File: src/verilog/qs_params.svh
/*
  Sizing for the quicksort engine. QS_IDX_W must equal clog2(QS_MAX_N);
  count and Wishbone address fields are QS_IDX_W+1 bits wide.
*/
`ifndef QS_PARAMS_SVH
`define QS_PARAMS_SVH

// Element width, signed two's complement
`define QS_DATA_W 16

// Array depth and its index width
`define QS_MAX_N 16
`define QS_IDX_W 4

// Microcode address width
`define QS_PC_W 8

// Call/data stack entries
// Worst-case recursion on 16 elements needs about 70
`define QS_STACK_D 128

`endif

File: src/verilog/qs_pkg.sv
/*
  Types and microcode encoders for the quicksort sequencer.
  One 16-bit instruction word, four decode views sharing the opcode nibble.
*/
`include "qs_params.svh"

package qs_pkg;

  typedef logic [`QS_PC_W-1:0] pc_t;

  // R0..R6 general purpose, 7 is the link register
  typedef enum logic [2:0] {R0, R1, R2, R3, R4, R5, R6, BLINK} reg_t;

  // Always, equal, greater-than, less-or-equal
  typedef enum logic [1:0] {AL, EQ, GT, LE} cc_t;

  typedef enum logic [3:0] {
    OP_NOP  = 4'b0000,
    OP_JCC  = 4'b0001,
    OP_STK  = 4'b0010,
    OP_MEM  = 4'b0100,
    OP_MOV  = 4'b0110,
    OP_ALU  = 4'b0111,
    OP_CALL = 4'b1100,
    OP_SYS  = 4'b1111
  } op_t;

  // MOVS source code, reads count minus 1
  localparam logic [2:0] REG_N = 3'd0;

  // Fixed microcode entry points
  localparam pc_t PC_RESET = pc_t'(0);
  localparam pc_t PC_START = pc_t'(32);
  localparam pc_t PC_PART  = pc_t'(64);
  localparam pc_t PC_QSORT = pc_t'(96);
  localparam pc_t PC_ERR   = pc_t'(128);

  // Jcc and CALL target
  typedef struct packed {
    op_t        op;
    logic [1:0] rsvd;
    cc_t        cc;
    pc_t        target;
  } jmp_view_t;

  // ADD/SUB; with W clear only the flags change
  typedef struct packed {
    op_t        op;
    logic       sub;
    reg_t       dst;
    logic       w;
    reg_t       src;
    logic       imm;
    logic [2:0] opnd;
  } alu_view_t;

  // PUSH/POP, LD/ST, CALL/RET, AWAIT/DONE all keyed on dir
  typedef struct packed {
    op_t        op;
    logic       dir;
    reg_t       rd;
    logic       rsvd0;
    reg_t       rs;
    logic       rsvd1;
    reg_t       ra;
  } mem_view_t;

  // MOV, MOVI and MOVS
  typedef struct packed {
    op_t        op;
    logic       spec;
    reg_t       dst;
    logic [3:0] rsvd;
    logic       imm;
    logic [2:0] src;
  } mov_view_t;

  typedef union packed {
    jmp_view_t jmp;
    alu_view_t alu;
    mem_view_t mem;
    mov_view_t mv;
  } inst_t;

  // Wishbone classic master request
  typedef struct packed {
    logic                  cyc;
    logic                  stb;
    logic                  we;
    logic [`QS_IDX_W:0]    adr;
    logic [`QS_DATA_W-1:0] dat_w;
  } wb_req_t;

  // Core side of the array port
  typedef struct packed {
    logic                  valid;
    logic                  we;
    logic [`QS_IDX_W-1:0]  idx;
    logic [`QS_DATA_W-1:0] data;
  } core_mem_t;

  function automatic inst_t enc_mem(op_t op, logic dir, reg_t rd, reg_t rs, reg_t ra);
    inst_t i;
    i = '0;
    i.mem.op  = op;
    i.mem.dir = dir;
    i.mem.rd  = rd;
    i.mem.rs  = rs;
    i.mem.ra  = ra;
    return i;
  endfunction

  function automatic inst_t enc_alu(logic sb, reg_t d, reg_t s, logic w, logic im,
                                    logic [2:0] u);
    inst_t i;
    i = '0;
    i.alu.op   = OP_ALU;
    i.alu.sub  = sb;
    i.alu.dst  = d;
    i.alu.w    = w;
    i.alu.src  = s;
    i.alu.imm  = im;
    i.alu.opnd = u;
    return i;
  endfunction

  function automatic inst_t enc_mov(logic sp, reg_t d, logic im, logic [2:0] s);
    inst_t i;
    i = '0;
    i.mv.op   = OP_MOV;
    i.mv.spec = sp;
    i.mv.dst  = d;
    i.mv.imm  = im;
    i.mv.src  = s;
    return i;
  endfunction

  function automatic inst_t j(pc_t target, cc_t cc = AL);
    inst_t i;
    i = '0;
    i.jmp.op     = OP_JCC;
    i.jmp.cc     = cc;
    i.jmp.target = target;
    return i;
  endfunction

  // Same layout as a jump, dir bit clear
  function automatic inst_t call(pc_t target);
    inst_t i;
    i = j(target);
    i.jmp.op = OP_CALL;
    return i;
  endfunction

  function automatic inst_t ret();
    return enc_mem(OP_CALL, 1'b1, R0, R0, R0);
  endfunction

  function automatic inst_t push(reg_t r);
    return enc_mem(OP_STK, 1'b0, R0, R0, r);
  endfunction

  function automatic inst_t pop(reg_t r);
    return enc_mem(OP_STK, 1'b1, r, R0, R0);
  endfunction

  function automatic inst_t ld(reg_t d, reg_t a);
    return enc_mem(OP_MEM, 1'b0, d, R0, a);
  endfunction

  function automatic inst_t st(reg_t a, reg_t s);
    return enc_mem(OP_MEM, 1'b1, R0, s, a);
  endfunction

  function automatic inst_t mov(reg_t d, reg_t s);
    return enc_mov(1'b0, d, 1'b0, s);
  endfunction

  function automatic inst_t movi(reg_t d, logic [2:0] imm);
    return enc_mov(1'b0, d, 1'b1, imm);
  endfunction

  function automatic inst_t movs(reg_t d, logic [2:0] code);
    return enc_mov(1'b1, d, 1'b0, code);
  endfunction

  function automatic inst_t add(reg_t d, reg_t s, reg_t u, logic w = 1'b1);
    return enc_alu(1'b0, d, s, w, 1'b0, u);
  endfunction

  function automatic inst_t addi(reg_t d, reg_t s, logic [2:0] imm, logic w = 1'b1);
    return enc_alu(1'b0, d, s, w, 1'b1, imm);
  endfunction

  function automatic inst_t sub(reg_t d, reg_t s, reg_t u, logic w = 1'b1);
    return enc_alu(1'b1, d, s, w, 1'b0, u);
  endfunction

  function automatic inst_t subi(reg_t d, reg_t s, logic [2:0] imm, logic w = 1'b1);
    return enc_alu(1'b1, d, s, w, 1'b1, imm);
  endfunction

  function automatic inst_t await();
    return enc_mem(OP_SYS, 1'b0, R0, R0, R0);
  endfunction

  function automatic inst_t done();
    return enc_mem(OP_SYS, 1'b1, R0, R0, R0);
  endfunction

endpackage

File: src/verilog/qs_core.sv
/*
  Microcode sequencer. One instruction at a time; LD spends a second cycle
  waiting for the synchronous array read. Stack overflow or underflow sets
  err and traps at the error label until reset.
*/
`timescale 1ns/1ps
`include "qs_params.svh"

module qs_core import qs_pkg::*; (
  input  logic                  clk,
  input  logic                  rst_n,
  input  logic                  start,
  input  logic [`QS_IDX_W:0]    count,
  output pc_t                   pc,
  input  inst_t                 inst,
  output core_mem_t             mem_req,
  input  logic [`QS_DATA_W-1:0] mem_rdata,
  output logic                  busy,
  output logic                  done,
  output logic                  err
);

  localparam int DW   = `QS_DATA_W;
  // One extra bit so a full stack is distinguishable from empty
  localparam int SP_W = $clog2(`QS_STACK_D) + 1;

  logic [DW-1:0]   rf [8];
  logic [DW-1:0]   stack [`QS_STACK_D];
  logic [SP_W-1:0] sp;
  logic [SP_W-1:0] sp_m1;
  logic            z;
  logic            gt;
  logic            ld_wait;

  pc_t             pc_inc;
  logic [DW-1:0]   alu_a;
  logic [DW-1:0]   alu_b;
  logic [DW-1:0]   alu_res;
  logic [DW-1:0]   mov_val;
  logic [DW-1:0]   pop_data;
  logic            cc_hit;
  logic            is_push;
  logic            is_pop;
  logic            stk_full;
  logic            stk_empty;
  logic            stk_fault;
  logic            wr_en;
  reg_t            wr_sel;
  logic [DW-1:0]   wr_data;

  assign pc_inc = pc + 1'b1;

  // Stack bookkeeping, sp points at the next free slot
  assign sp_m1     = sp - 1'b1;
  assign pop_data  = stack[sp_m1[SP_W-2:0]];
  assign stk_full  = (sp == SP_W'(`QS_STACK_D));
  assign stk_empty = (sp == '0);
  assign is_push   = !ld_wait && (inst.jmp.op == OP_STK) && !inst.mem.dir;
  assign is_pop    = !ld_wait && (inst.jmp.op == OP_STK) && inst.mem.dir;
  assign stk_fault = (is_push && stk_full) || (is_pop && stk_empty);

  // ALU operands, immediate is zero-extended
  assign alu_a   = rf[inst.alu.src];
  assign alu_b   = inst.alu.imm ? DW'(inst.alu.opnd) : rf[inst.alu.opnd];
  assign alu_res = inst.alu.sub ? (alu_a - alu_b) : (alu_a + alu_b);

  // MOV source select
  always_comb begin
    if (inst.mv.spec) begin
      // hi = count - 1, wraps to -1 for an empty array
      mov_val = (inst.mv.src == REG_N) ? (DW'(count) - DW'(1)) : '0;
    end else if (inst.mv.imm) begin
      mov_val = DW'(inst.mv.src);
    end else begin
      mov_val = rf[inst.mv.src];
    end
  end

  always_comb begin
    case (inst.jmp.cc)
      AL:      cc_hit = 1'b1;
      EQ:      cc_hit = z;
      GT:      cc_hit = gt;
      default: cc_hit = !gt;
    endcase
  end

  // Register write port, one writer per cycle
  always_comb begin
    wr_en   = 1'b0;
    wr_sel  = inst.alu.dst;
    wr_data = alu_res;
    if (ld_wait) begin
      // Second LD cycle, read data is back
      wr_en   = 1'b1;
      wr_sel  = inst.mem.rd;
      wr_data = mem_rdata;
    end else begin
      case (inst.jmp.op)
        OP_ALU: wr_en = inst.alu.w;
        OP_MOV: begin
          wr_en   = 1'b1;
          wr_sel  = inst.mv.dst;
          wr_data = mov_val;
        end
        OP_STK: begin
          wr_en   = inst.mem.dir && !stk_empty;
          wr_sel  = inst.mem.rd;
          wr_data = pop_data;
        end
        OP_CALL: begin
          // Return address into BLINK
          wr_en   = !inst.mem.dir;
          wr_sel  = BLINK;
          wr_data = DW'(pc_inc);
        end
        default: wr_en = 1'b0;
      endcase
    end
  end

  always_ff @(posedge clk) begin
    if (wr_en) begin
      rf[wr_sel] <= wr_data;
    end
  end

  always_ff @(posedge clk) begin
    if (is_push && !stk_full) begin
      stack[sp[SP_W-2:0]] <= rf[inst.mem.ra];
    end
  end

  // Array port, issued in the first cycle of LD and the only cycle of ST
  always_comb begin
    mem_req = '0;
    if (!ld_wait && (inst.jmp.op == OP_MEM)) begin
      mem_req.valid = 1'b1;
      mem_req.we    = inst.mem.dir;
      mem_req.idx   = rf[inst.mem.ra][`QS_IDX_W-1:0];
      mem_req.data  = rf[inst.mem.rs];
    end
  end

  // Sequencer
  always_ff @(posedge clk) begin
    if (!rst_n) begin
      pc      <= PC_RESET;
      sp      <= '0;
      z       <= 1'b0;
      gt      <= 1'b0;
      ld_wait <= 1'b0;
      busy    <= 1'b0;
      done    <= 1'b0;
      err     <= 1'b0;
    end else if (ld_wait) begin
      ld_wait <= 1'b0;
      pc      <= pc_inc;
    end else begin
      pc <= pc_inc;
      case (inst.jmp.op)
        OP_JCC: begin
          if (cc_hit) begin
            pc <= inst.jmp.target;
          end
        end
        OP_STK: begin
          if (stk_fault) begin
            pc   <= PC_ERR;
            err  <= 1'b1;
            busy <= 1'b0;
          end else if (is_push) begin
            sp <= sp + 1'b1;
          end else begin
            sp <= sp_m1;
          end
        end
        OP_MEM: begin
          // LD holds the PC one extra cycle
          if (!inst.mem.dir) begin
            ld_wait <= 1'b1;
            pc      <= pc;
          end
        end
        OP_ALU: begin
          // Compare only, signed order
          if (inst.alu.sub && !inst.alu.w) begin
            z  <= (alu_a == alu_b);
            gt <= ($signed(alu_a) > $signed(alu_b));
          end
        end
        OP_CALL: begin
          pc <= inst.mem.dir ? rf[BLINK][`QS_PC_W-1:0] : inst.jmp.target;
        end
        OP_SYS: begin
          if (!inst.mem.dir) begin
            // AWAIT spins until start
            if (start) begin
              busy <= 1'b1;
              done <= 1'b0;
            end else begin
              pc <= pc;
            end
          end else begin
            done <= 1'b1;
            busy <= 1'b0;
          end
        end
        default: pc <= pc_inc;
      endcase
    end
  end

endmodule

File: config.mk
export PLATFORM = sky130hd
export DESIGN_NAME = qs_core
export DESIGN_NICKNAME = d
export VERILOG_FILES = /design/src/verilog/qs_pkg.sv /design/src/verilog/qs_core.sv
export VERILOG_INCLUDE_DIRS = /design/src /design/src/verilog
export SDC_FILE = /design/constraint.sdc
export NUM_CORES = 2
export LEC_CHECK = 0
export ABC_AREA = 1
export CAP_MARGIN = 20
export CELL_PAD_IN_SITES_DETAIL_PLACEMENT = 1
export CELL_PAD_IN_SITES_GLOBAL_PLACEMENT = 1
export CORE_MARGIN = 8
export CORE_UTILIZATION = 56
export DETAILED_ROUTE_END_ITERATION = 10
export DONT_BUFFER_PORTS = 1
export PLACE_DENSITY_LB_ADDON = 0.25
export RECOVER_POWER = 100
export SYNTH_ARGS = -nofsm -noshare
export SYNTH_HDL_FRONTEND = slang
export SYNTH_SLANG_ARGS = --single-unit
File: constraint.sdc
create_clock -name clk -period 12.9 [get_ports clk]
set_input_delay 3.225 -clock clk [delete_from_list [all_inputs] [get_ports clk]]
set_output_delay 3.225 -clock clk [all_outputs]
set_load 0.05 [all_outputs]
# After elaboration in Yosys (flattened, before gate mapping)
# Memories as Yosys holds them, arrays and structs flattened.
# Cells that the tools add are included.
# classes
mux	32
magnitude_cmp	1
div_mod_pow	0
bitwise_logic	4
add_sub_neg	6
n_reduce_logical	28
mul	0
shifts	0
eq_ne	15
# ops
operator	n
$mux 16	5
$mux 8	8
$pmux 16 s3	1
$pmux 8 s5	1
$mux 22	1
$add 16x16->16	1
$add 8x1->8 const B	2
$eq 16x16->1	1
$gt 16x16->1	1
$sub 16x16->16	1
$eq 4x3->1 const B	3
$reduce_and 3->1	4
$mux 1	11
$logic_and 1x1->1	9
$eq 4x4->1 const B	2
$eq 8x8->1 const B	1
$logic_not 8->1	1
$sub 8x1->8 const B	1
$logic_not 1->1	6
$mux 3	2
$ne 3x3->1 const B	2
$sub 5x1->6 const B	1
$eq 4x1->1 const B	1
$eq 4x2->1 const B	1
15 further kinds	19
# totals
rom_bits	0
out_inout_bits	33
ramBits	2176
regBits	22
latch_bits	0
inputBits	40
mem_count	2
# memory_table
memory	words	width	rd	rd_ports_with_merged_regs	wr	line	source
stack	128	16	1	0	1	qs_core.sv:28	logic [DW-1:0] stack [`QS_STACK_D];
rf	8	16	3	0	1	qs_core.sv:27	logic [DW-1:0] rf [8];

# Logic depth before layout (Yosys ltp)
# logic_depth
depth_word	8
mapped_depth	27
depth_no_buf	26

# Worst setup path before layout
# No wires, ideal clock.
# synth_path
path_kind	input port to output port
from	input port inst[4] (netlist bit)
to	output port mem_req[10] (netlist bit)
cell_stages	8
setup_slack_ps	4535
required_ps	9675
arrival_ps	5140
path_cell_list	clkbuf_1 > inv_1 > clkbuf_1 > buf_1 > nor2_1 > o21ai_0 > nand2_1 > a21oi_1
# synth_lines
element	line	source
start: declaration	qs_core.sv:15	input inst_t inst,
end: declaration	qs_core.sv:16	output core_mem_t mem_req,

# Worst setup path after layout
# layout_path
from	input port inst[0] (netlist bit)
to	memory stack[75][15] (netlist bit), data pin
# layout_via
elab_chain_len	1
# layout_rtl
element	line
$mem_v2 8x16	--
end: declaration	qs_core.sv:28
# Every way passes these cells.

==> results by group <==
Route
  • Antenna-violating nets left: 0
  • Wire per inst: roughly 30 µm
  • Routed WL: 311500 µm
  • Drt via density: 6.483
  • Drt first pass iters: 7
  • 1st-iter DRT viols: 8130
  • Drc violations: 0
  • Routed vias: between 60000 and 70000

Synthesis
  • Syn Nets: 8311
  • Number of enable flip-flop cells after synthesis: between 2000 and 2500
  • Cells after Synth: 8233
  • Mean Syn Cell Area: between 10 and 15 µm²
  • Mapped Area: roughly 90000 µm²
  • #FFs+latches synth: about 2200
  • Async SR Flop Fraction: 0
  • Register area share after synthesis: 0.7096
  • Syn. warnings: 0
  • Most used DFF post-synth: edfxtp_1
  • Yosys cell types: 38

GRT
  • Initial antenna violation count: 11
  • First-pass GRT wire length: between 400000 and 500000 µm
  • GRT overflow: 0
  • Largest net degree at the start of global routing: around 190
  • Vias in the first global route: between 70000 and 80000
  • Global Route Usage Sum: 0.3379

Setup path
  • Worst path cell trace: clkinv_1 -> clkbuf_1 -> nor2_1 -> o211ai_1 -> o21a_1 -> clkbuf_1 -> clkbuf_1
  • Top delay family on crit path: buffers and inverters
  • Setup slack, reg-to-reg: around 2700 ps
  • Worst EP arrival: around 11000 ps
  • Worst path max stage delay: roughly 2900 ps
  • Required @ worst endpoint: 13050 ps
  • Critical path class: in -> reg
  • Slowest CP cell: clkbuf_1
  • WP buf/inv: 4
  • Worst Path Max Fanout: just under 100
  • Reg2Reg Depth: 16
  • Critical path endpoint category: register
  • FF-to-FF End: rf[6][2]$_DFFE_PP_
  • CP startpoint kind: primary input
  • Worst r2r src: sp[0]$_SDFFE_PN0P_
  • Most common cell on crit path: clkbuf_1

Placed design
  • Port buffer count: 0
  • Routability congestion estimate: 0.9224
  • Placed Instances: just over 10000
  • Dpl hpwl: approximately 180000 µm
  • Post-DP Area: 94930 µm²

CTS
  • Clk_lat worst skew: about 890 ps
  • H-tree levels: 4
  • CTS Buffer Depth: 3
  • Root Driver: clkbuf_16
  • Hold buffers post-CTS: 0
  • Total CTS buffers: between 200 and 250
  • CTS tree: built
  • Num Clock Sinks: roughly 2200
  • Postcts setup bufs: 0
  • Post-CTS sizing: 0
  • Clock slew at reported path FFs: roughly 60 ps

Floorplanning
  • Die width: about 420 µm
  • Die height: roughly 420 µm
  • Core Rows: about 150
  • Die ar.: about 180000 µm²
  • Core Area: approximately 160000 µm²
  • Ports: 73
  • Initial Util: 0.5631

Final layout
  • Finished Layout Cells: about 11000
  • Layout Nets: 8225
  • Area occupied by multi-input gates: approximately 24000 µm²
  • Reg area: roughly 66000 µm²
  • Layout cell share with drive strength beyond 1: 0.04816
  • # fillers: roughly 17000
  • Post-route cell area: a little over 100000 µm²
  • Layout area overhead: 9.335%

Min path
  • Hold_sp: gt$_SDFFE_PN0P_
  • Worst Hold Class: reg -> reg
  • Hold depth: 2
  • Endpoint, Worst Hold: gt$_SDFFE_PN0P_

Pwr
  • Power Dens Cells: approximately 160 nW/µm²
  • Cell-internal power: roughly 12 mW
  • Static Leak: about 35 nW
  • Combinational share of power: 0.084
  • Clock power frac: 0.405
  • Worst vdd ir: 0.1539 mV
  • Sw Ratio: 0.2473
  • Seq pwr share: 0.511
  • Psw: 3.894 mW

STA
  • Setup TNS: 0 ps
  • Final Hold Vio Count: 0
  • RSZ-0062 raised after global routing: no
  • Slew margin rel.: -2.396
  • Worst Clk Skew: between 40 and 50 ps
  • FMAX: slightly above 90 MHz
  • Measured slew at the worst slew-check pin: 5094 ps
  • Period minus WS final: 10770 ps
  • Tcrit/Tclk final: 0.8347
  • Slew Limit Fails: between 2000 and 2500
  • Setup-failing EPs final: 0

Status
  • Status: finished, violations left
  • Failing checks: max-capacitance violations, max-slew violations

Flow run
  • Maxcap violations: 43
layout make-up:
| class | instances | share of cell area |
|---|---|---|
| Antenna cell | 4 | 0.00009876 |
| Clock buffer | 276 | 0.05660 |
| Clock inverter | 124 | 0.01294 |
| Inverter | 202 | 0.007827 |
| Multi-Input combinational cell | 5304 | 0.2346 |
| Sequential cell | 2198 | 0.6491 |
| Tap cell | 2189 | 0.02702 |
| Timing Repair Buffer | 222 | 0.01178 |
placed cells by master (no fill, tap or decap), types with 36 or more instances in the layout:
cell type / netlist / layout
clkinv_1: 4 / 45
ha_1: 36 / 36
o211ai_1: 39 / 39
o21ai_0: 243 / 244
inv_1: 193 / 177
clkbuf_16: 0 / 221
nand2_1: 2437 / 2433
buf_4: 15 / 44
nand3_1: 1942 / 1942
clkinv_2: 0 / 42
nor2_1: 295 / 296
a21oi_1: 203 / 203
clkbuf_1: 177 / 221
edfxtp_1: 2176 / 2176
synth_stat cells (8+ instances only):
cell type	instances	area (µm²)
nand2_1	2437	9148
edfxtp_1	2176	65340
nand3_1	1942	9719
buf_2	304	1521
nor2_1	295	1107
o21ai_0	243	1216
a21oi_1	203	1016
inv_1	193	724.4
clkbuf_1	177	664.4
o211ai_1	39	292.8
ha_1	36	450.4
buf_1	33	123.9
dfxtp_1	22	440.4
a22oi_1	19	142.6
nor3_1	18	90.09
buf_4	15	112.6
nand4_1	10	62.56
xor2_1	10	87.58
or2_2	8	50.05
flip-flops by register name, indices dropped and copies added (netlist names):
name / cells
z: 1
rf: 128
ld_wait: 1
busy: 1
gt: 1
stack: 2048
err: 1
done: 1
sp: 8
pc: 8
per-stage QoR:
stage / hold WS [ps] / setup slack (ps) / util / power [mW]
final: 477.4 / 2132 / 0.6157 / 15.75
after floorplan: 439.9 / 4535 / - / 8.894
after detailed placement: 469.6 / 4431 / 0.5766 / 9.428
after global placement: 451.1 / 4442 / 0.5766 / 9.375
after CTS: 482.3 / 4432 / 0.6195 / 15.71
after global routing: 499.3 / 2205 / 0.6156 / 16.06
cells by family (layout without fill, tap and decap cells):
kind of cell / count (synthesis) / count (layout) / synth area share
and+or+nand+nor: 4720 / 4720 / 0.2183
muxes: 2 / 2 / 0.0002160
other: 0 / 4 / 0
buffers and inverters: 731 / 824 / 0.03431
AOI/OAI and AO/OA: 533 / 533 / 0.03108
adders and majority gates: 38 / 38 / 0.005291
xor gates and xnor gates: 11 / 11 / 0.001120
DFF: 2198 / 2198 / 0.7096
layer usage:
| layer | vias up | routed length (µm) | track usage | part of all wire |
|---|---|---|---|---|
| met5 | - | 27 | 0 | 0.000087 |
| met4 | 4 | 19250 | 0.1859 | 0.062 |
| met3 | 930 | 27830 | 0.06859 | 0.089 |
| met2 | 3812 | 150100 | 0.5554 | 0.48 |
| met1 | 34520 | 114300 | 0.4221 | 0.37 |
| li1 | 28920 | - | - | - |
worst max-delay path by stage:
stage                     depth (start not counted)  startpoint  slack [ps]                       to
after floorplan                                   8     inst[4]        4540              mem_req[10]
after global placement                            6    inst[12]        4440               mem_req[8]
after detailed placement                          7    inst[14]        4430               mem_req[4]
after CTS                                         7    inst[14]        4430               mem_req[4]
after global routing                              7     inst[0]        2200  stack[75][15]$_DFFE_PP_
final                                             7     inst[0]        2130  stack[75][15]$_DFFE_PP_
tightest hold or removal path, stage by stage, from the launching register on:
cell	delay, ps
dfxtp_1	310
nand2_1	60
a21oi_1	60
power groups by stage:
| stage | registers [mW] | clock network, mW | logic (mW) |
|---|---|---|---|
| 2_1_floorplan | 8.16 | 0 | 0.732 |
| 3_3_place_gp | 8.15 | 0 | 1.22 |
| 3_5_place_dp | 8.15 | 0 | 1.28 |
| 4_1_cts | 8.00 | 6.41 | 1.29 |
| 5_1_grt | 8.04 | 6.63 | 1.39 |
| 6_report | 8.04 | 6.38 | 1.33 |
Power figures use the tool's default switching activity.
