===== src/verilog/qs_params.svh =====
/*
  Sizing for the quicksort engine. QS_IDX_W must equal clog2(QS_MAX_N);
  count and Wishbone address fields are QS_IDX_W+1 bits wide.
*/
`ifndef QS_PARAMS_SVH
`define QS_PARAMS_SVH

// Element width, signed two's complement
`define QS_DATA_W 16

// Array depth and its index width
`define QS_MAX_N 16
`define QS_IDX_W 4

// Microcode address width
`define QS_PC_W 8

// Call/data stack entries
// Worst-case recursion on 16 elements needs about 70
`define QS_STACK_D 128

`endif


===== src/verilog/qs_pkg.sv =====
/*
  Types and microcode encoders for the quicksort sequencer.
  One 16-bit instruction word, four decode views sharing the opcode nibble.
*/
`include "qs_params.svh"

package qs_pkg;

  typedef logic [`QS_PC_W-1:0] pc_t;

  // R0..R6 general purpose, 7 is the link register
  typedef enum logic [2:0] {R0, R1, R2, R3, R4, R5, R6, BLINK} reg_t;

  // Always, equal, greater-than, less-or-equal
  typedef enum logic [1:0] {AL, EQ, GT, LE} cc_t;

  typedef enum logic [3:0] {
    OP_NOP  = 4'b0000,
    OP_JCC  = 4'b0001,
    OP_STK  = 4'b0010,
    OP_MEM  = 4'b0100,
    OP_MOV  = 4'b0110,
    OP_ALU  = 4'b0111,
    OP_CALL = 4'b1100,
    OP_SYS  = 4'b1111
  } op_t;

  // MOVS source code, reads count minus 1
  localparam logic [2:0] REG_N = 3'd0;

  // Fixed microcode entry points
  localparam pc_t PC_RESET = pc_t'(0);
  localparam pc_t PC_START = pc_t'(32);
  localparam pc_t PC_PART  = pc_t'(64);
  localparam pc_t PC_QSORT = pc_t'(96);
  localparam pc_t PC_ERR   = pc_t'(128);

  // Jcc and CALL target
  typedef struct packed {
    op_t        op;
    logic [1:0] rsvd;
    cc_t        cc;
    pc_t        target;
  } jmp_view_t;

  // ADD/SUB; with W clear only the flags change
  typedef struct packed {
    op_t        op;
    logic       sub;
    reg_t       dst;
    logic       w;
    reg_t       src;
    logic       imm;
    logic [2:0] opnd;
  } alu_view_t;

  // PUSH/POP, LD/ST, CALL/RET, AWAIT/DONE all keyed on dir
  typedef struct packed {
    op_t        op;
    logic       dir;
    reg_t       rd;
    logic       rsvd0;
    reg_t       rs;
    logic       rsvd1;
    reg_t       ra;
  } mem_view_t;

  // MOV, MOVI and MOVS
  typedef struct packed {
    op_t        op;
    logic       spec;
    reg_t       dst;
    logic [3:0] rsvd;
    logic       imm;
    logic [2:0] src;
  } mov_view_t;

  typedef union packed {
    jmp_view_t jmp;
    alu_view_t alu;
    mem_view_t mem;
    mov_view_t mv;
  } inst_t;

  // Wishbone classic master request
  typedef struct packed {
    logic                  cyc;
    logic                  stb;
    logic                  we;
    logic [`QS_IDX_W:0]    adr;
    logic [`QS_DATA_W-1:0] dat_w;
  } wb_req_t;

  // Core side of the array port
  typedef struct packed {
    logic                  valid;
    logic                  we;
    logic [`QS_IDX_W-1:0]  idx;
    logic [`QS_DATA_W-1:0] data;
  } core_mem_t;

  function automatic inst_t enc_mem(op_t op, logic dir, reg_t rd, reg_t rs, reg_t ra);
    inst_t i;
    i = '0;
    i.mem.op  = op;
    i.mem.dir = dir;
    i.mem.rd  = rd;
    i.mem.rs  = rs;
    i.mem.ra  = ra;
    return i;
  endfunction

  function automatic inst_t enc_alu(logic sb, reg_t d, reg_t s, logic w, logic im,
                                    logic [2:0] u);
    inst_t i;
    i = '0;
    i.alu.op   = OP_ALU;
    i.alu.sub  = sb;
    i.alu.dst  = d;
    i.alu.w    = w;
    i.alu.src  = s;
    i.alu.imm  = im;
    i.alu.opnd = u;
    return i;
  endfunction

  function automatic inst_t enc_mov(logic sp, reg_t d, logic im, logic [2:0] s);
    inst_t i;
    i = '0;
    i.mv.op   = OP_MOV;
    i.mv.spec = sp;
    i.mv.dst  = d;
    i.mv.imm  = im;
    i.mv.src  = s;
    return i;
  endfunction

  function automatic inst_t j(pc_t target, cc_t cc = AL);
    inst_t i;
    i = '0;
    i.jmp.op     = OP_JCC;
    i.jmp.cc     = cc;
    i.jmp.target = target;
    return i;
  endfunction

  // Same layout as a jump, dir bit clear
  function automatic inst_t call(pc_t target);
    inst_t i;
    i = j(target);
    i.jmp.op = OP_CALL;
    return i;
  endfunction

  function automatic inst_t ret();
    return enc_mem(OP_CALL, 1'b1, R0, R0, R0);
  endfunction

  function automatic inst_t push(reg_t r);
    return enc_mem(OP_STK, 1'b0, R0, R0, r);
  endfunction

  function automatic inst_t pop(reg_t r);
    return enc_mem(OP_STK, 1'b1, r, R0, R0);
  endfunction

  function automatic inst_t ld(reg_t d, reg_t a);
    return enc_mem(OP_MEM, 1'b0, d, R0, a);
  endfunction

  function automatic inst_t st(reg_t a, reg_t s);
    return enc_mem(OP_MEM, 1'b1, R0, s, a);
  endfunction

  function automatic inst_t mov(reg_t d, reg_t s);
    return enc_mov(1'b0, d, 1'b0, s);
  endfunction

  function automatic inst_t movi(reg_t d, logic [2:0] imm);
    return enc_mov(1'b0, d, 1'b1, imm);
  endfunction

  function automatic inst_t movs(reg_t d, logic [2:0] code);
    return enc_mov(1'b1, d, 1'b0, code);
  endfunction

  function automatic inst_t add(reg_t d, reg_t s, reg_t u, logic w = 1'b1);
    return enc_alu(1'b0, d, s, w, 1'b0, u);
  endfunction

  function automatic inst_t addi(reg_t d, reg_t s, logic [2:0] imm, logic w = 1'b1);
    return enc_alu(1'b0, d, s, w, 1'b1, imm);
  endfunction

  function automatic inst_t sub(reg_t d, reg_t s, reg_t u, logic w = 1'b1);
    return enc_alu(1'b1, d, s, w, 1'b0, u);
  endfunction

  function automatic inst_t subi(reg_t d, reg_t s, logic [2:0] imm, logic w = 1'b1);
    return enc_alu(1'b1, d, s, w, 1'b1, imm);
  endfunction

  function automatic inst_t await();
    return enc_mem(OP_SYS, 1'b0, R0, R0, R0);
  endfunction

  function automatic inst_t done();
    return enc_mem(OP_SYS, 1'b1, R0, R0, R0);
  endfunction

endpackage


===== src/verilog/qs_ucode_rom.sv =====
/*
  Fixed control store, combinational. Unlisted addresses decode to a jump
  to the error label. Partition is Lomuto with pivot A[hi].
*/
`timescale 1ns/1ps

module qs_ucode_rom import qs_pkg::*; (
  input  pc_t   ra,
  output inst_t rout
);

  // Register use
  //   R0/R1 carry lo/hi in, partition returns pivot index in R0
  //   Quicksort keeps lo in R2, pivot in R3, hi in R4
  //   Partition keeps pivot value R2, i R3, j R4, A[j] R5, A[i] R6
  // Both routines save what they use on the stack

  always_comb begin
    case (ra)
      // Reset vector
      PC_RESET            : rout = j(PC_START);

      // Idle until the host starts a sort, then quicksort(0, n-1)
      PC_START            : rout = await();
      PC_START  + 8'd1    : rout = movi(R0, 3'd0);
      PC_START  + 8'd2    : rout = movs(R1, REG_N);
      PC_START  + 8'd3    : rout = call(PC_QSORT);
      PC_START  + 8'd4    : rout = done();
      PC_START  + 8'd5    : rout = j(PC_START);

      // Partition(lo, hi)
      PC_PART             : rout = push(R2);
      PC_PART   + 8'd1    : rout = push(R3);
      PC_PART   + 8'd2    : rout = push(R4);
      PC_PART   + 8'd3    : rout = push(R5);
      PC_PART   + 8'd4    : rout = push(R6);
      // pivot = A[hi], i = j = lo
      PC_PART   + 8'd5    : rout = ld(R2, R1);
      PC_PART   + 8'd6    : rout = mov(R3, R0);
      PC_PART   + 8'd7    : rout = mov(R4, R0);
      // Loop until j reaches hi
      PC_PART   + 8'd8    : rout = sub(R0, R1, R4, 1'b0);
      PC_PART   + 8'd9    : rout = j(PC_PART + 8'd19, EQ);
      PC_PART   + 8'd10   : rout = ld(R5, R4);
      // Skip swap when A[j] > pivot
      PC_PART   + 8'd11   : rout = sub(R0, R5, R2, 1'b0);
      PC_PART   + 8'd12   : rout = j(PC_PART + 8'd17, GT);
      PC_PART   + 8'd13   : rout = ld(R6, R3);
      PC_PART   + 8'd14   : rout = st(R3, R5);
      PC_PART   + 8'd15   : rout = st(R4, R6);
      PC_PART   + 8'd16   : rout = addi(R3, R3, 3'd1);
      PC_PART   + 8'd17   : rout = addi(R4, R4, 3'd1);
      PC_PART   + 8'd18   : rout = j(PC_PART + 8'd8);
      // Pivot into place, j == hi here
      PC_PART   + 8'd19   : rout = ld(R0, R3);
      PC_PART   + 8'd20   : rout = ld(R1, R4);
      PC_PART   + 8'd21   : rout = st(R3, R1);
      PC_PART   + 8'd22   : rout = st(R4, R0);
      PC_PART   + 8'd23   : rout = mov(R0, R3);
      PC_PART   + 8'd24   : rout = pop(R6);
      PC_PART   + 8'd25   : rout = pop(R5);
      PC_PART   + 8'd26   : rout = pop(R4);
      PC_PART   + 8'd27   : rout = pop(R3);
      PC_PART   + 8'd28   : rout = pop(R2);
      PC_PART   + 8'd29   : rout = ret();

      // Quicksort(lo, hi), recursive so BLINK is saved too
      PC_QSORT            : rout = push(BLINK);
      PC_QSORT  + 8'd1    : rout = push(R2);
      PC_QSORT  + 8'd2    : rout = push(R3);
      PC_QSORT  + 8'd3    : rout = push(R4);
      PC_QSORT  + 8'd4    : rout = mov(R2, R0);
      PC_QSORT  + 8'd5    : rout = mov(R4, R1);
      // Nothing to do when hi <= lo, signed so hi = -1 exits
      PC_QSORT  + 8'd6    : rout = sub(R0, R1, R0, 1'b0);
      PC_QSORT  + 8'd7    : rout = j(PC_QSORT + 8'd16, LE);
      PC_QSORT  + 8'd8    : rout = call(PC_PART);
      PC_QSORT  + 8'd9    : rout = mov(R3, R0);
      // Left half
      PC_QSORT  + 8'd10   : rout = mov(R0, R2);
      PC_QSORT  + 8'd11   : rout = subi(R1, R3, 3'd1);
      PC_QSORT  + 8'd12   : rout = call(PC_QSORT);
      // Right half
      PC_QSORT  + 8'd13   : rout = addi(R0, R3, 3'd1);
      PC_QSORT  + 8'd14   : rout = mov(R1, R4);
      PC_QSORT  + 8'd15   : rout = call(PC_QSORT);
      PC_QSORT  + 8'd16   : rout = pop(R4);
      PC_QSORT  + 8'd17   : rout = pop(R3);
      PC_QSORT  + 8'd18   : rout = pop(R2);
      PC_QSORT  + 8'd19   : rout = pop(BLINK);
      PC_QSORT  + 8'd20   : rout = ret();

      // Trap, held until reset
      PC_ERR              : rout = j(PC_ERR);

      default             : rout = j(PC_ERR);
    endcase
  end

endmodule

===== config.mk =====
export PLATFORM = sky130hd
export DESIGN_NAME = qs_ucode_rom
export DESIGN_NICKNAME = d
export VERILOG_FILES = /design/src/verilog/qs_pkg.sv /design/src/verilog/qs_ucode_rom.sv
export VERILOG_INCLUDE_DIRS = /design/src /design/src/verilog
export SDC_FILE = /design/constraint.sdc
export NUM_CORES = 1
export LEC_CHECK = 0
export BUFFER_PORTS_ARGS = -buffer_cell sky130_fd_sc_hd__buf_2
export CAP_MARGIN = 20
export CORE_ASPECT_RATIO = 1.1
export CORE_MARGIN = 4
export CORE_UTILIZATION = 50
export DETAILED_ROUTE_END_ITERATION = 7
export PLACE_DENSITY = 0.77
export SLEW_MARGIN = 10
export SYNTH_ARGS = -nofsm -noshare
export SYNTH_HDL_FRONTEND = slang
export SYNTH_SLANG_ARGS = --single-unit

===== constraint.sdc =====
create_clock -name vclk -period 8.59
set_clock_uncertainty 0.15 [all_clocks]
set_input_delay 2.1475 -clock vclk [all_inputs]
set_output_delay 2.1475 -clock vclk [all_outputs]
set_load 0.02 [all_outputs]

======== Word-level counts from Yosys, hierarchy flattened ========
Memory sizes are Yosys's and may differ from the RTL's.
Cells that the tools add are included.
word-level totals
  register bits ........................... 0
  bits in read-only memories .............. 4096
  bits of input ports ..................... 8
  output and inout bits ................... 16
  word-level logic and storage cells ...... 1
  memories ................................ 1
memories
  memory            words  width  rd ports  clocked after Yosys merged registers in  wr ports  RTL line            source
  (name not given)  256    16     1         0                                        0         qs_ucode_rom.sv:19  case (ra)

======== Depth between registers and ports, before layout ========
Gate-level depths: netlist (run 1).
An unclocked memory read counts as a cell.
  depth in word-level cells ............... 1
  gate-level depth with buffers ........... 8
  mapped depth without buffers ............ 6

======== Least setup slack after synthesis (run 1) ========
Ideal clock, no wire load.
  path type ............................... input to output
  start ................................... in ra[0]
  end ..................................... out rout[8] (netlist name)
  arrival time ............................ 4047 ps
  data required time ...................... 6293 ps
  slack ................................... 2245 ps
  cell stages on the path ................. 8
  buffers on the path ..................... 2
  cell sequence ........................... clkbuf_1 > inv_1 > ha_1 > clkbuf_1 > nand2_1 > o2bb2ai_1 > o21ai_0 > a221oi_1
RTL lines
  item         RTL line           source
  from (decl)  qs_ucode_rom.sv:8  input pc_t ra,
  to (decl)    qs_ucode_rom.sv:9  output inst_t rout

==> flow_metrics.py, run 1 <==
metrics = {
    "finish": {
        "layout-drive-gt1-share_pct": 14.4,
        "seq_area_um2": 0,
        "final_area_um2": 1360,
        "nNetsFinal": 220,
        "area_delta_synth_final_pct": -0.0922,
        "clkbuf_count": 0,
        "n_fill_cell": 285,
        "design.seq.count": 0,
        "n_antenna_cell": 0,
    },
    "route": {
        "antenna_left": 0,
        "drt_drc_violations_left": 0,
        "routed_wl_mm": 4.34,
        "via_per_inst": 7.12,
        "drt_pass1_iterations": 5,
        "dr_total_vias": 1658,
        "drt_iter0_markers": 145,
        "avgRoutedWirePerCell_um": 18.6,
    },
    "floorplanning": {
        "rows": 19,
        "initial_core_util_pct": 53.4,
        "die_width_um": 57.7,
        "ios": 24,
        "die_area_um2": 3610,
        "die_h_um": 62.7,
        "core_area_um2": 2540,
    },
    "power": {
        "switching_share_pct": 66.2,
        "power.density_nw_per_um2": 53.8,
        "p_clk_share_pct": 0,
        "p_sw_uw": 48.4,
        "power.leakage_nw": 0.549,
        "intPower_uw": 24.6,
        "p_seq_share_pct": 0,
        "p_comb_share_pct": 100.0,
        "vdd_ir_drop_max_v": 0.0000324,
    },
    "timing": {
        "tightest_slew_ps": 909,
        "rsz0062_at_grt": "false",
        "max_freq_mhz": 154,
        "fin_tns_setup_ps": 0,
        "fin_hold_ws_ps": 4530,
        "finalSetupViolations": 0,
        "finalCritPeriodShare_pct": 75.4,
        "finalHoldViolCount": 0,
        "fin_crit_ps": 6480,
        "maxSlewViolCount": 0,
        "slew_headroom_pct": 39.4,
    },
    "global_routing": {
        "grt_pass1_vias": 1387,
        "grt_usage_pct": 23.2,
        "grt_max_degree": 57,
        "grt-ovfl-total": 0,
        "grt_antenna_before_repair": 0,
        "grt_pass1_wl_mm": 7.15,
    },
    "yosys": {
        "yosys_warnings": 0,
        "syn-cell-area_um2": 1360,
        "synth_cell_types": 53,
        "syn_inst": 205,
        "synthTopCellsByArea": "ha_1, a21oi_1, nand2b_1, a211oi_1, nor2b_1",
        "seq_area_frac_synth_pct": 0,
        "syn_nets": 221,
        "syn_area_per_cell_um2": 6.62,
        "synth_area_leader_cell": "ha_1",
        "yosysTopAreaCellShare_pct": 7.37,
    },
    "min_path": {
        "worstHoldStart": "ra[7]",
        "min_path_type": "input port to output pin",
        "whs_endpoint": "rout[3]",
        "hold_path_depth": 3,
    },
    "job": {
        "drv_cap": 0,
    },
    "critical_path": {
        "crit_path_end_kind": "output pin",
        "critical_path_class": "input port to output pin",
        "worstPathArrival_ps": 4180,
        "required_ps": 6290,
        "cp-startpoint": "ra[1]",
        "crit_path_max_fanout": 16,
        "crit_path_start_kind": "input port",
    },
    "clock_tree": {
        "cts_hold_buf": 0,
        "cts_resized": 0,
        "post_cts_buffers": 0,
    },
    "place": {
        "numPortBuffers": 24,
        "dp_hpwl_mm": 2.88,
        "gp_congestion": 0.914,
        "placed_area_um2": 1360,
    },
    "run_status": {
        "status": "finished, final reports clean",
    },
}
[layer usage]
| metal | track usage (%) | vias up | share of wire (%) |
|---|---|---|---|
| li1 | - | 787 | - |
| met1 | 36.5 | 735 | 41 |
| met2 | 35.3 | 123 | 45 |
| met3 | 0.413 | 13 | 11 |
| met4 | 3.19 | 0 | 2.6 |
| met5 | 0 | - | 0 |
[layout by cell type (no fill, tap or decap), types with 2 or more instances in the layout]
master	netlist	routed
and2b_1	2	2
nand2b_1	10	10
a21o_1	2	2
o221ai_1	2	2
o22a_1	2	2
o22ai_1	4	4
a22o_1	3	3
a31oi_1	7	7
o21ai_0	10	10
mux2i_1	5	5
nand4_1	2	2
and3_1	3	3
nand3_1	4	4
or3_1	2	2
nor3_1	6	6
a221oi_1	4	4
a311oi_1	2	2
a22oi_1	3	3
a221o_1	2	2
ha_1	8	8
a21oi_1	15	15
buf_2	11	24
o211ai_1	5	5
nor2_1	14	14
a211oi_1	8	8
nand2_1	12	12
nor2b_1	9	9
inv_1	8	8
o311a_1	3	3
o311ai_0	2	2
[synth_stat cells, drive strengths merged, types with 2 or more instances]
library cell,count
o22ai,4
o211ai,5
o22a,2
o221ai,2
mux2i,5
a221o,2
a311oi,2
or3,2
a221oi,4
nor2,14
a21oi,15
buf,19
nand3,4
a211oi,8
a22o,3
a31oi,7
nand2b,10
inv,9
and3,3
clkbuf,8
a22oi,3
nor2b,9
o21ai,10
nand2,12
and2b,2
nand4,2
ha,8
o311a,3
a21o,2
o311ai,2
nor3,6
[worst max-delay path, cell delays in order]
cell and delay, ps:
buf_2 260, inv_1 200, ha_1 500, nand2b_1 260, a31oi_1 210, a21oi_1 90
a211oi_1 270, buf_2 220
[worst max path at each step]
stage	endpoint	slack (ps)	cells after the start
2_1_floorplan	rout[8]	2250	8
6_report	rout[6]	2110	8
4_1_cts	rout[9]	2190	8
5_1_grt	rout[8]	1980	8
3_5_place_dp	rout[9]	2190	8
3_3_place_gp	rout[5]	2220	6
[area by class of cell]
| type | instances | area (um^2) | share of cell area [%] |
|---|---|---|---|
| Tap cell | 31 | 38.8 | 2.86 |
| Multi-Input combinational cell | 169 | 1160 | 85.8 |
| Inverter | 9 | 33.8 | 2.49 |
| Timing Repair Buffer | 24 | 120 | 8.86 |
[logic make-up after synthesis]
family          Yosys count  share of synthesized area (%)
compound gates           86                           45.7
simple gates             69                           28.1
buf+inv                  36                           14.3
fa+ha+maj                 8                           7.37
mux                       6                           4.52
[power groups by stage]
stage | sequential, mW | clock (mW) | combinational [mW]
2_1_floorplan | 0 | 0 | 0.0574
4_1_cts | 0 | 0 | 0.0709
5_1_grt | 0 | 0 | 0.0789
3_5_place_dp | 0 | 0 | 0.0706
3_3_place_gp | 0 | 0 | 0.0703
6_report | 0 | 0 | 0.0730
[metrics by stage]
stage	utilization (%)	std cells	power, mW	setup slack [ps]
after global routing	53.3	233	0.0789	1980
after floorplan	-	205	0.0574	2250
final	53.3	233	0.0730	2110
after detailed placement	53.3	233	0.0706	2190
after CTS	53.3	233	0.0709	2190
after global placement	53.3	233	0.0703	2220
Power figures use the tool's default switching activity.
==> inputs of run 2 (changes only) <==
- PLACE_DENSITY: 0.77 -> 0.79
- clock period: 8.59 -> 5.9 ns (I/O delays scaled with it)
==> run 2 against run 1 <==
Against the previous run: final cell count is 0.43% higher; largest cell class unchanged; utilization grew 0.30 points; via count grew 2.8%; critical path depth did not move; count of clock-buffer cells in the layout stayed put; largest power group unchanged.
==> flow_metrics.py, run 2 (synthesized netlist as in run 1, its figures left out) <==
metrics = {
    "run_status": {
        "status": "finished, final reports clean",
    },
    "route": {
        "drt_drc_violations_left": 0,
        "via_per_inst": 7.29,
        "drt_pass1_iterations": 7,
        "drt_iter0_markers": 201,
        "avgRoutedWirePerCell_um": 18.5,
        "antenna_left": 0,
        "dr_total_vias": 1705,
        "routed_wl_mm": 4.33,
    },
    "global_routing": {
        "grt_pass1_vias": 1455,
        "grt_antenna_before_repair": 0,
        "grt_usage_pct": 23.1,
        "grt_pass1_wl_mm": 7.07,
        "grt_max_degree": 46,
        "grt-ovfl-total": 0,
    },
    "timing": {
        "rsz0062_at_grt": "false",
        "slew_headroom_pct": 51.6,
        "max_freq_mhz": 198,
        "finalHoldViolCount": 0,
        "tightest_slew_ps": 725,
        "finalCritPeriodShare_pct": 85.6,
        "fin_tns_setup_ps": 0,
        "setup_slack_ps": 849,
        "maxSlewViolCount": 0,
        "fin_crit_ps": 5050,
        "finalSetupViolations": 0,
    },
    "critical_path": {
        "crit_path_max_incr_delay_ps": 570,
        "critical_path_class": "input port to output pin",
        "crit_path_start_kind": "input port",
        "worstPathArrival_ps": 3430,
        "crit_top_cell": "buf_2",
        "crit_path_cell_trace": "buf_2 > inv_1 > ha_1 > nand2_1 > o2bb2ai_1 > o21ai_0 > a221oi_1 > buf_2",
        "required_ps": 4280,
        "crit_path_max_fanout": 16,
        "slowest_stage": "ha_1",
        "path_delay_family": "buffers and inverters",
        "critical_path_buf_inv_count": 3,
        "crit_path_end_kind": "output pin",
    },
    "power": {
        "intPower_uw": 36.2,
        "p_sw_uw": 70.2,
        "vdd_ir_drop_max_v": 0.0000433,
        "p_seq_share_pct": 0,
        "switching_share_pct": 66.0,
        "p_comb_share_pct": 100.0,
        "p_clk_share_pct": 0,
        "power.density_nw_per_um2": 78.1,
        "power.leakage_nw": 0.554,
    },
    "min_path": {
        "min_path_type": "input port to output pin",
    },
    "finish": {
        "mostFrequentLayoutCell": "buf_2",
        "nNetsFinal": 221,
        "final_cell_mix": "buf_2, a21oi_1, nor2_1",
        "design.seq.count": 0,
        "n_fill_cell": 248,
        "seq_area_um2": 0,
        "area_delta_synth_final_pct": 0.461,
        "n_antenna_cell": 0,
        "clkbuf_count": 0,
        "layout-drive-gt1-share_pct": 14.8,
        "multiInputGateArea_um2": 1160,
        "stdcell_count": 234,
    },
    "place": {
        "gp_congestion": 0.910,
        "post-place-ws_ps": 900,
        "numPortBuffers": 24,
        "place_inst": 234,
        "dp_hpwl_mm": 2.99,
    },
    "floorplanning": {
        "initial_core_util_pct": 53.4,
        "rows": 19,
        "ios": 24,
        "die_area_um2": 3610,
        "core_area_um2": 2540,
        "die_width_um": 57.7,
        "die_h_um": 62.7,
    },
    "clock_tree": {
        "cts_hold_buf": 0,
        "post_cts_buffers": 0,
        "cts_resized": 0,
    },
    "job": {
        "drv_cap": 0,
    },
}
[run 2: area by class of cell]
| class | count | share of cell area, % |
|---|---|---|
| inverter | 9 | 2.48 |
| multi-input combinational | 169 | 85.3 |
| tap | 31 | 2.84 |
| timing repair buffer | 25 | 9.36 |
[run 2: through the flow]
step,total power [mW],util [%],cell area [um^2],hold WS [ps]
after floorplan,0.0836,-,1360,2890
after global placement,0.103,53.6,1360,3180
after detailed placement,0.103,53.6,1360,3180
after CTS,0.103,53.6,1360,3180
after global routing,0.115,53.6,1360,3220
final,0.106,53.6,1360,3180
[run 2: final timing paths]
path | startpoint | slack [ps] | depth (start not counted) | to
worst max-delay path | ra[1] | 850 | 8 | rout[8]
worst min-delay path | ra[7] | 3180 | 3 | rout[3]
[run 2: power groups by stage]
stage | sequential (mW) | combinational (mW) | clock, mW
2_1_floorplan | 0 | 0.0836 | 0
3_3_place_gp | 0 | 0.103 | 0
3_5_place_dp | 0 | 0.103 | 0
4_1_cts | 0 | 0.103 | 0
5_1_grt | 0 | 0.115 | 0
6_report | 0 | 0.106 | 0
[run 2: per-layer routing]
metal,global-route usage [%],wire length (um),vias up,share of wire [%]
met5,0,0,-,0
met4,7.83,148,0,3.4
met3,3.72,632,20,15
met2,34.6,1910,148,44
met1,32.8,1640,752,38
li1,-,-,785,-
==> inputs of run 3 (changes only) <==
- clock period: 5.9 -> 4.2 ns (I/O delays scaled with it)
==> run 3 against run 2 <==
Against the previous run: utilization up 3.7 points; critical path type unchanged; first-iteration DRC count is 26% lower; die area stayed put; largest cell class unchanged; critical endpoint is now rout[2].
==> flow_metrics.py, run 3 (synthesized netlist as in run 1, its figures left out) <==
metrics = {
    "run_status": {
        "status": "finished, final reports clean",
    },
    "finish": {
        "clkbuf_count": 0,
        "layout-drive-gt1-share_pct": 19.2,
        "final_cell_mix": "buf_2, a21oi_1, nor2_1",
        "n_fill_cell": 259,
        "multiInputGateArea_um2": 1160,
        "stdcell_count": 245,
        "n_antenna_cell": 0,
        "nNetsFinal": 232,
        "seq_area_um2": 0,
        "design.seq.count": 0,
        "area_delta_synth_final_pct": 7.47,
        "mostFrequentLayoutCell": "buf_2",
    },
    "route": {
        "drt_pass1_iterations": 4,
        "wl_met2_mm": 1.90,
        "top_layer_used": "met4",
        "drt_iter0_markers": 149,
        "dr_total_vias": 1721,
        "wl_met3_um": 570,
        "routed_wl_mm": 4.39,
        "antenna_left": 0,
        "drt_drc_violations_left": 0,
        "via_per_inst": 7.02,
        "avgRoutedWirePerCell_um": 17.9,
        "m1WireLength_mm": 1.81,
    },
    "critical_path": {
        "crit_path_cell_trace": "buf_2 > inv_1 > ha_1 > and2b_1 > nand2_1 > and3_1 > o41ai_1 > buf_2",
        "slowest_stage": "ha_1",
        "crit_path_max_incr_delay_ps": 400,
        "crit_path_start_kind": "input port",
        "critical_path_buf_inv_count": 3,
        "crit_path_max_fanout": 10,
        "required_ps": 3000,
        "critical_path_class": "input port to output pin",
        "worstPathArrival_ps": 2710,
        "crit_path_end_kind": "output pin",
        "path_delay_family": "buffers and inverters",
        "crit_top_cell": "buf_2",
    },
    "global_routing": {
        "grt_antenna_before_repair": 0,
        "grt_max_degree": 38,
        "grt_usage_pct": 23.8,
        "grt-ovfl-total": 0,
        "grt_pass1_vias": 1458,
        "grt_pass1_wl_mm": 7.22,
    },
    "place": {
        "numPortBuffers": 24,
        "dp_hpwl_mm": 3.17,
        "place_inst": 245,
        "gp_congestion": 1.03,
        "post-place-ws_ps": 319,
    },
    "power": {
        "power.density_nw_per_um2": 109,
        "intPower_uw": 58.6,
        "p_clk_share_pct": 0,
        "p_sw_uw": 101,
        "p_comb_share_pct": 100.0,
        "p_seq_share_pct": 0,
        "power_uw": 160,
        "switching_share_pct": 63.3,
        "vdd_ir_drop_max_v": 0.0000686,
        "power.leakage_nw": 0.613,
    },
    "timing": {
        "setup_slack_ps": 288,
        "tightest_slew_ps": 521,
        "finalCritPeriodShare_pct": 93.1,
        "fin_crit_ps": 3910,
        "finalSetupViolations": 0,
        "fin_tns_setup_ps": 0,
        "finalHoldViolCount": 0,
        "slew_headroom_pct": 65.2,
        "max_freq_mhz": 256,
        "maxSlewViolCount": 0,
        "rsz0062_at_grt": "false",
        "fin_hold_ws_ps": 2340,
    },
    "floorplanning": {
        "die_area_um2": 3610,
        "initial_core_util_pct": 53.4,
        "rows": 19,
        "die_h_um": 62.7,
        "ios": 24,
        "die_width_um": 57.7,
        "core_area_um2": 2540,
    },
    "min_path": {
        "min_path_type": "input port to output pin",
    },
    "clock_tree": {
        "cts_hold_buf": 0,
        "post_cts_buffers": 0,
        "cts_resized": 0,
    },
    "job": {
        "drv_cap": 0,
    },
}
==> run 3: cell count changes in the layout (fill, tap and decap cells not counted) <==
cell | before | now
buf_12 | 0 | 1
buf_4 | 1 | 11
==> run 3: metal layers <==
| layer | vias up | GRT usage (%) |
|---|---|---|
| li1 | 805 | - |
| met1 | 763 | 35.4 |
| met2 | 139 | 36.0 |
| met3 | 14 | 2.27 |
| met4 | 0 | 5.51 |
| met5 | - | 0 |
==> run 3: path summary, 6_finish.rpt <==
path              start  endpoint  cells past startpoint
setup / recovery  ra[0]   rout[2]                      8
hold / removal    ra[7]   rout[3]                      3
==> run 3: layout make-up <==
cell class,instances,share of cell area (%)
multi-input combinational,169,79.8
timing repair buffer,36,15.3
tap,31,2.66
inverter,9,2.32
==> run 3: power by group through the flow <==
stage / logic [mW] / registers [mW] / clock network [mW]
3_5_place_dp: 0.155 / 0 / 0
6_report: 0.160 / 0 / 0
5_1_grt: 0.172 / 0 / 0
4_1_cts: 0.156 / 0 / 0
3_3_place_gp: 0.155 / 0 / 0
2_1_floorplan: 0.117 / 0 / 0
==> run 3: per-stage QoR <==
step	cell area (um^2)	util, %
floorplan	1360	-
global placement	1460	57.4
detailed placement	1460	57.4
CTS	1460	57.4
global route	1460	57.4
finish	1460	57.4
